<file path="config.mk">
export PLATFORM = sky130hd
export DESIGN_NAME = lbp_texture
export DESIGN_NICKNAME = d
export VERILOG_FILES = /design/src/lbp_pkg.sv /design/src/line_window.sv /design/src/rd_coder.sv /design/src/ni_coder.sv /design/src/riu2_joint.sv /design/src/lbp_texture.sv
export SDC_FILE = /design/constraint.sdc
export NUM_CORES = 2
export LEC_CHECK = 0
export ABC_AREA = 1
export BUFFER_PORTS_ARGS = -buffer_cell sky130_fd_sc_hd__buf_2
export CAP_MARGIN = 20
export CORE_MARGIN = 2
export CORE_UTILIZATION = 65
export CTS_BUF_LIST = sky130_fd_sc_hd__clkbuf_8
export DETAILED_ROUTE_END_ITERATION = 8
export PLACE_DENSITY = 0.84
export SLEW_MARGIN = 20
export SYNTH_ARGS = -nofsm -noshare
export SYNTH_HDL_FRONTEND = slang
export SYNTH_SLANG_ARGS = --single-unit
</file>
<file path="constraint.sdc">
create_clock -name clk -period 8.5 [get_ports clk]
set_input_delay 0.85 -clock clk [delete_from_list [all_inputs] [get_ports clk]]
set_output_delay 0.85 -clock clk [all_outputs]
set_load 0.02 [all_outputs]
</file>
<file path="src/lbp_pkg.sv">
package lbp_pkg;

    localparam int PIX_W       = 8;
    localparam int WIN         = 5;
    localparam int NUM_SAMPLES = 8;
    localparam int PATCH_GAIN  = WIN * WIN;
    localparam int SUM_W       = 13;
    localparam int RIU_W       = 4;
    localparam int NON_UNIFORM = 9;

    // Sampling geometry around the window centre, angle k times 45 degrees.
    localparam int CENTRE  = WIN / 2;
    localparam int R_INNER = 1;
    localparam int R_OUTER = 2;
    localparam int DIR_ROW [NUM_SAMPLES] = '{0, -1, -1, -1, 0, 1, 1, 1};
    localparam int DIR_COL [NUM_SAMPLES] = '{1, 1, 0, -1, -1, -1, 0, 1};

    typedef logic [PIX_W-1:0]             pixel_t;
    typedef pixel_t [WIN-1:0][WIN-1:0]    window_t;  // Indexed [row][col].
    typedef pixel_t [NUM_SAMPLES-1:0]     ring_t;
    typedef logic [NUM_SAMPLES-1:0]       code_t;

    typedef struct packed {
        code_t code;
        logic  valid;
    } coded_t;

    typedef struct packed {
        logic [RIU_W-1:0] rd_label;
        logic [RIU_W-1:0] ni_label;
        logic             uniform_both;
    } joint_code_t;

    function automatic ring_t take_ring(window_t w, int radius);
        ring_t ring;
        for (int k = 0; k < NUM_SAMPLES; k++) begin
            ring[k] = w[CENTRE + radius * DIR_ROW[k]][CENTRE + radius * DIR_COL[k]];
        end
        return ring;
    endfunction

endpackage

</file>
<file path="src/line_window.sv">
`timescale 1ns/10ps

module line_window
    import lbp_pkg::*;
#(
    parameter int COLS = 30,
    parameter int ROWS = 30
) (
    input  logic    clk,
    input  logic    rst_i,
    input  pixel_t  pixel_i,
    input  logic    pixel_valid_i,
    output window_t window_o,
    output logic    window_valid_o
);

    localparam int COL_W = $clog2(COLS);
    localparam int ROW_W = $clog2(ROWS);
    localparam int LINES = WIN - 1;

    pixel_t           line_mem [LINES][COLS];
    pixel_t [WIN-1:0] new_col;
    window_t          win_q;
    logic [COL_W-1:0] col_cnt;
    logic [ROW_W-1:0] row_cnt;
    logic             valid_q;
    logic             last_col;
    logic             last_row;
    logic             full_window;

    assign last_col    = (col_cnt == COL_W'(COLS - 1));
    assign last_row    = (row_cnt == ROW_W'(ROWS - 1));
    assign full_window = (col_cnt >= COL_W'(WIN - 1)) && (row_cnt >= ROW_W'(WIN - 1));

    // Column entering the window, with the oldest line in element 0.
    always_comb begin
        for (int j = 0; j < LINES; j++) begin
            new_col[j] = line_mem[j][col_cnt];
        end
        new_col[LINES] = pixel_i;
    end

    // Every line moves up by one in the current column.
    always_ff @(posedge clk) begin
        if (pixel_valid_i) begin
            for (int j = 0; j < LINES; j++) begin
                line_mem[j][col_cnt] <= new_col[j + 1];
            end
        end
    end

    always_ff @(posedge clk) begin
        if (pixel_valid_i) begin
            for (int r = 0; r < WIN; r++) begin
                for (int c = 0; c < WIN - 1; c++) begin
                    win_q[r][c] <= win_q[r][c + 1];  // Older columns slide left.
                end
                win_q[r][WIN-1] <= new_col[r];
            end
        end
    end

    always_ff @(posedge clk) begin
        if (rst_i) begin
            col_cnt <= '0;
            row_cnt <= '0;
            valid_q <= 1'b0;
        end else begin
            valid_q <= pixel_valid_i && full_window;
            if (pixel_valid_i) begin
                if (last_col) begin
                    col_cnt <= '0;
                    row_cnt <= last_row ? '0 : row_cnt + 1'b1;  // Wraps at frame end.
                end else begin
                    col_cnt <= col_cnt + 1'b1;
                end
            end
        end
    end

    assign window_o       = win_q;
    assign window_valid_o = valid_q;

endmodule

</file>
<file path="src/rd_coder.sv">
`timescale 1ns/10ps

module rd_coder
    import lbp_pkg::*;
(
    input  logic    clk,
    input  logic    rst_i,
    input  window_t window_i,
    input  logic    window_valid_i,
    output coded_t  rd_o
);

    ring_t outer;
    ring_t inner;
    code_t code_d;
    code_t code_q;
    logic  valid_q;

    assign outer = take_ring(window_i, R_OUTER);
    assign inner = take_ring(window_i, R_INNER);

    // Bit k is set when the outer sample is not below the inner one.
    always_comb begin
        for (int k = 0; k < NUM_SAMPLES; k++) begin
            code_d[k] = (outer[k] >= inner[k]);
        end
    end

    always_ff @(posedge clk) begin
        if (rst_i) begin
            valid_q <= 1'b0;
        end else begin
            valid_q <= window_valid_i;
        end
    end

    always_ff @(posedge clk) begin
        if (window_valid_i) begin
            code_q <= code_d;
        end
    end

    assign rd_o = '{code: code_q, valid: valid_q};

endmodule

</file>
<file path="src/ni_coder.sv">
`timescale 1ns/10ps

module ni_coder
    import lbp_pkg::*;
(
    input  logic    clk,
    input  logic    rst_i,
    input  window_t window_i,
    input  logic    window_valid_i,
    output coded_t  ni_o
);

    logic [SUM_W-1:0] row_sum [WIN];
    logic [SUM_W-1:0] patch_sum;
    logic [SUM_W-1:0] scaled [NUM_SAMPLES];
    ring_t            outer;
    code_t            code_d;
    code_t            code_q;
    logic             valid_q;

    // First level of the tree adds up each window row.
    always_comb begin
        for (int r = 0; r < WIN; r++) begin
            logic [SUM_W-1:0] acc;
            acc = '0;
            for (int c = 0; c < WIN; c++) begin
                acc = acc + SUM_W'(window_i[r][c]);
            end
            row_sum[r] = acc;
        end
    end

    assign patch_sum = (row_sum[0] + row_sum[1]) + (row_sum[2] + row_sum[3]) + row_sum[4];

    assign outer = take_ring(window_i, R_OUTER);

    // Sample times 25 against the sum is the same test as sample against the mean.
    always_comb begin
        for (int k = 0; k < NUM_SAMPLES; k++) begin
            scaled[k] = SUM_W'(outer[k]) * SUM_W'(PATCH_GAIN);
            code_d[k] = (scaled[k] >= patch_sum);
        end
    end

    always_ff @(posedge clk) begin
        if (rst_i) begin
            valid_q <= 1'b0;
        end else begin
            valid_q <= window_valid_i;
        end
    end

    always_ff @(posedge clk) begin
        if (window_valid_i) begin
            code_q <= code_d;
        end
    end

    assign ni_o = '{code: code_q, valid: valid_q};

endmodule

</file>
<file path="src/riu2_joint.sv">
`timescale 1ns/10ps

module riu2_joint
    import lbp_pkg::*;
(
    input  logic        clk,
    input  logic        rst_i,
    input  coded_t      rd_i,
    input  coded_t      ni_i,
    output joint_code_t code_o,
    output logic        code_valid_o
);

    logic [RIU_W-1:0] rd_label_d;
    logic [RIU_W-1:0] ni_label_d;
    logic [RIU_W-1:0] rd_label_q;
    logic [RIU_W-1:0] ni_label_q;
    logic             uniform_q;
    logic             valid_q;

    // Uniform patterns map to their count of ones, all others to one label.
    function automatic logic [RIU_W-1:0] riu2_label(code_t c);
        code_t rot;
        int    changes;
        rot     = {c[0], c[NUM_SAMPLES-1:1]};
        changes = $countones(c ^ rot);  // Includes the bit 7 to bit 0 step.
        if (changes <= 2) begin
            return RIU_W'($countones(c));
        end
        return RIU_W'(NON_UNIFORM);
    endfunction

    assign rd_label_d = riu2_label(rd_i.code);
    assign ni_label_d = riu2_label(ni_i.code);

    always_ff @(posedge clk) begin
        if (rst_i) begin
            valid_q <= 1'b0;
        end else begin
            valid_q <= rd_i.valid;
        end
    end

    always_ff @(posedge clk) begin
        if (rd_i.valid) begin
            rd_label_q <= rd_label_d;
            uniform_q  <= (rd_label_d != RIU_W'(NON_UNIFORM)) &&
                          (ni_label_d != RIU_W'(NON_UNIFORM));
        end
        if (ni_i.valid) begin
            ni_label_q <= ni_label_d;
        end
    end

    assign code_o       = '{rd_label: rd_label_q, ni_label: ni_label_q, uniform_both: uniform_q};
    assign code_valid_o = valid_q;

endmodule

</file>
<file path="src/lbp_texture.sv">
`timescale 1ns/10ps

module lbp_texture
    import lbp_pkg::*;
#(
    parameter int COLS = 30,
    parameter int ROWS = 30
) (
    input  logic        clk,
    input  logic        rst_i,
    input  pixel_t      pixel_i,
    input  logic        pixel_valid_i,
    output joint_code_t code_o,
    output logic        code_valid_o
);

    window_t window;
    logic    window_valid;
    coded_t  rd;
    coded_t  ni;

    line_window #(
        .COLS (COLS),
        .ROWS (ROWS)
    ) u_line_window (
        .clk            (clk),
        .rst_i          (rst_i),
        .pixel_i        (pixel_i),
        .pixel_valid_i  (pixel_valid_i),
        .window_o       (window),
        .window_valid_o (window_valid)
    );

    // Both coders see the same window and stay cycle aligned.
    rd_coder u_rd_coder (
        .clk            (clk),
        .rst_i          (rst_i),
        .window_i       (window),
        .window_valid_i (window_valid),
        .rd_o           (rd)
    );

    ni_coder u_ni_coder (
        .clk            (clk),
        .rst_i          (rst_i),
        .window_i       (window),
        .window_valid_i (window_valid),
        .ni_o           (ni)
    );

    riu2_joint u_riu2_joint (
        .clk          (clk),
        .rst_i        (rst_i),
        .rd_i         (rd),
        .ni_i         (ni),
        .code_o       (code_o),
        .code_valid_o (code_valid_o)
    );

endmodule

</file>
==> results.md <==
- For flop-to-flop paths, the worst setup slack is 0.29 ns.
- The average wire per cell in the routed design is 24.48 microns.
- The floorplan step defined a die boundary enclosing ~95000 sq um.
- The width of the die is 308.3 microns.
- The summed instance area of the synthesized netlist is 60210 sq um.
- The maximum number of pins on one net before global-route repair is 239.
- Global routing finished with a remaining overflow of 0.
- The most frequent standard cell in the layout excluding fill and tap cells is sky130_fd_sc_hd__edfxtp_1.
- The initial antenna violation count was 1.
- TritonCTS built the clock tree.
- The tree is rooted in a sky130_fd_sc_hd__clkbuf_8.
- Along the worst hold path, the cell count comes to 2.
- Dividing the final minimum period by the clock period gives 0.9654.
- The worst setup path is captured at a register.
- The final-report max-slew violation count came to 0.
- The clock transition at the registers of the reported paths is 0.07 ns.
- The detailed-route DRC error count is 0.
- The combined area of the multi-input logic cells is 21900 sq um.
- Once detail routing completed, the nets flagged for antenna violations numbered 0.
- Counting flops and latches in the post-synthesis netlist gives roughly 1200.
- The number of buffers on the longest clock path is 3.
- The end of the worst register-to-register path is u_ni_coder.code_q[3].
- The final hold violation count came to 0.
- The max-capacitance violation count is 0.
- The warning count from the yosys run is 0.
- The origin of the critical flop-to-flop path is u_line_window.window_o[80].
- The cell area after placement is between 60000 and 70000 sq um.
- The standard cell with the maximum stage delay on the critical path is sky130_fd_sc_hd__fa_1.
- The origin of the worst min-delay path is rst_i.
- The worst hold path endpoint is u_riu2_joint.code_valid_o.
- Fill cells in the final layout number approximately 6000.
- The final clock skew is 0.06178 ns.
- Adding up every negative setup slack in the final design gives 0 ns.
- The category of the most critical setup path is register to register.
- The count of endpoints failing setup in the final report is 0.
- The total CTS buffers is around 180.
- The count of distinct cell types in the synthesized netlist is 47.
- Along the worst path, the maximum fanout reaches 5.
- The worst register-to-register path has a depth of 36.
- The routability congestion estimate from global placement is 0.9528.
- For this run, the top clock speed supported by timing is approximately 0.12 GHz.
- The number of port buffers is 20.
- The overall die height is between 300 and 400 microns.
- Across every metal layer, demand over resource in global routing totals 0.3306.
- The clock latency on the worst-skew pair is 0.89 ns.
- In this design, the stage delay of the slowest critical-path cell is between 0.5 and 0.6 ns.
- The share of the Yosys chip area taken by registers is 0.5954.
- The run finished with clean final reports.
- The path category of the worst min-delay check is input port to register.
- The library cells used most frequently in the layout, excluding fill and tap cells, are sky130_fd_sc_hd__edfxtp_1, sky130_fd_sc_hd__inv_1, sky130_fd_sc_hd__nor2_1, sky130_fd_sc_hd__nand2_1, sky130_fd_sc_hd__ha_1.
- STA classifies the critical path startpoint as a register.
- The cell repeated most along the worst path is sky130_fd_sc_hd__fa_1.
- The number of global-route vias before repair is between 30000 and 40000.
- Yosys mapped a number of flops with a built-in enable equal to 1185.
- The number of placement rows is 111.
- The async set or reset register ratio after synthesis is 0.
- The top-level I/O count is 21.
- The critical path data arrival time is 8.81 ns.
- Counting every sink on the clock net gives 1198.
- Each instance of the synthesized netlist takes up on average 12.18 sq um.
- The worst hold slack across all endpoints is roughly 0.34 ns.
- The initial standard-cell utilization of the core is 0.6568.
- In the final layout, flip-flops and latches occupy 35850 sq um.
- The final design area excluding fillers is 65390 sq um.
- The wire length of the first global-routing pass is 232900 microns.
- The main flop type after synthesis is sky130_fd_sc_hd__edfxtp_1.
- The final layout contains routed wiring with a total length of 156100 microns.
- The area growth from synthesis to layout is 8.608%.
- Synthesis produced a netlist with a net count of approximately 5600.
- In the final layout, the share of cells above drive strength 1 is 0.07612.
- The normalized max-slew margin is 0.2488.
- The data required time at the worst endpoint is ~9.1 ns.
- Synthesis produced a netlist whose cell count is 4941.
- For this run, the detailed router's first-pass iteration total came to 5.
- The H-tree level count is 4.
- The number of violations reported at the end of detailed-routing iteration 0 is 5915.
- After the last flow step, the layout net total stands at 5733.
- The detailed router placed 40310 vias in this run.
- The hold buffer count at cts is 0.
- In this run the standard cell core region covers between 90000 and 100000 sq um.
- Counting I/O delays and the setup requirement, the final critical path takes ~8.2 ns.
- Dividing the detail-routed via count by the number of cells gives 6.321.
- The actual transition at the worst max-transition pin is ~1.1 ns.
- The half-perimeter wire length after detailed placement is 96010 microns.
registers in the layout, summed over array words and instances (netlist names):
signal	flops
u_line_window.window_o	200
u_ni_coder.code_q	8
u_line_window.row_cnt	5
u_riu2_joint.code_valid_o	1
u_line_window.line_mem	960
u_rd_coder.code_q	8
u_riu2_joint.rd_label_q	4
u_line_window.window_valid_o	1
u_riu2_joint.uniform_q	1
u_riu2_joint.ni_label_q	4
u_line_window.col_cnt	5
u_ni_coder.valid_q	1
cell type report:
class,instances,share of cell area
diodes,2,0.00007654
clock buffers,181,0.03810
clock inverters,138,0.01219
inverters,517,0.02991
multi-input cells,3043,0.3349
flip-flops and latches,1198,0.5483
well taps,1186,0.02269
repair buffers,112,0.01385
worst max path at each step:
stage / from / cells after the start / to
floorplan: u_line_window.window_o[80] / 34 / u_ni_coder.code_q[3]
global placement: u_line_window.window_o[80] / 35 / u_ni_coder.code_q[3]
detailed placement: u_line_window.window_o[80] / 35 / u_ni_coder.code_q[3]
CTS: u_line_window.window_o[128] / 34 / u_ni_coder.code_q[3]
global route: u_line_window.window_o[80] / 36 / u_ni_coder.code_q[3]
finish: u_line_window.window_o[80] / 36 / u_ni_coder.code_q[3]
worst max-delay path: cells and delay by family, from the launching register on:
| kind | cells | cell delay (ns) |
|---|---|---|
| flops | 1 | 0.39 |
| fa+ha+maj | 11 | 4.94 |
| simple gates | 13 | 1.01 |
| compound gates | 4 | 0.72 |
| xor+xnor | 2 | 0.36 |
| buf+inv | 6 | 0.53 |
per-stage QoR:
step / util / worst slack [ns] / cells
floorplan: - / 0.7129 / 4941
global placement: 0.6753 / 0.2549 / 6045
detailed placement: 0.6754 / 0.2051 / 6046
CTS: 0.7113 / 0.1732 / 6365
global route: 0.7133 / -0.07593 / 6376
finish: 0.7134 / 0.2942 / 6377
cells in the mapped netlist (14+ instances only):
| cell type | n | area share |
|---|---|---|
| sky130_fd_sc_hd__nand3_1 | 59 | 0.0049 |
| sky130_fd_sc_hd__fa_1 | 187 | 0.062 |
| sky130_fd_sc_hd__o21ai_1 | 23 | 0.0019 |
| sky130_fd_sc_hd__nand2_1 | 509 | 0.032 |
| sky130_fd_sc_hd__nand4_1 | 51 | 0.0053 |
| sky130_fd_sc_hd__a221oi_1 | 14 | 0.0020 |
| sky130_fd_sc_hd__a21oi_1 | 160 | 0.013 |
| sky130_fd_sc_hd__a22o_1 | 47 | 0.0068 |
| sky130_fd_sc_hd__o21ai_0 | 471 | 0.039 |
| sky130_fd_sc_hd__clkbuf_1 | 111 | 0.0069 |
| sky130_fd_sc_hd__a22oi_1 | 23 | 0.0029 |
| sky130_fd_sc_hd__nor3_1 | 15 | 0.0012 |
| sky130_fd_sc_hd__o22ai_1 | 225 | 0.023 |
| sky130_fd_sc_hd__nor2_1 | 580 | 0.036 |
| sky130_fd_sc_hd__edfxtp_1 | 1185 | 0.59 |
| sky130_fd_sc_hd__buf_2 | 51 | 0.0042 |
| sky130_fd_sc_hd__ha_1 | 482 | 0.10 |
| sky130_fd_sc_hd__xor2_1 | 67 | 0.0097 |
| sky130_fd_sc_hd__inv_1 | 514 | 0.032 |
| sky130_fd_sc_hd__xnor2_1 | 36 | 0.0052 |
cells by family (layout without fill, tap and decap cells):
family | Yosys count | after routing | share of synthesized area
AND/OR/NAND/NOR | 1246 | 1246 | 0.08315
flip-flops | 1198 | 1198 | 0.5954
AO/OA/AOI/OAI | 1025 | 1025 | 0.09745
buffers and inverters | 700 | 948 | 0.04670
adder cells (fa/ha/maj) | 669 | 669 | 0.1624
XOR/XNOR | 103 | 103 | 0.01498
other | 0 | 2 | 0
per-layer routing:
| metal | global-route usage | routed length [microns] |
|---|---|---|
| met3 | 0.06899 | 17490 |
| met5 | 0 | 0 |
| met1 | 0.4165 | 54950 |
| met2 | 0.5325 | 73810 |
| met4 | 0.1965 | 9859 |
timing repair:
item | 4_1_cts | 5_1_grt
buffers inserted | 0 | 4
endpoints found under the hold margin | 0 | 0
resized for setup | 0 | 16
endpoints found under the setup margin | 0 | 8
Power is left out: the tool's default activity adds up to more than one toggle a clock period on the data nets, which glitch-free logic cannot reach.
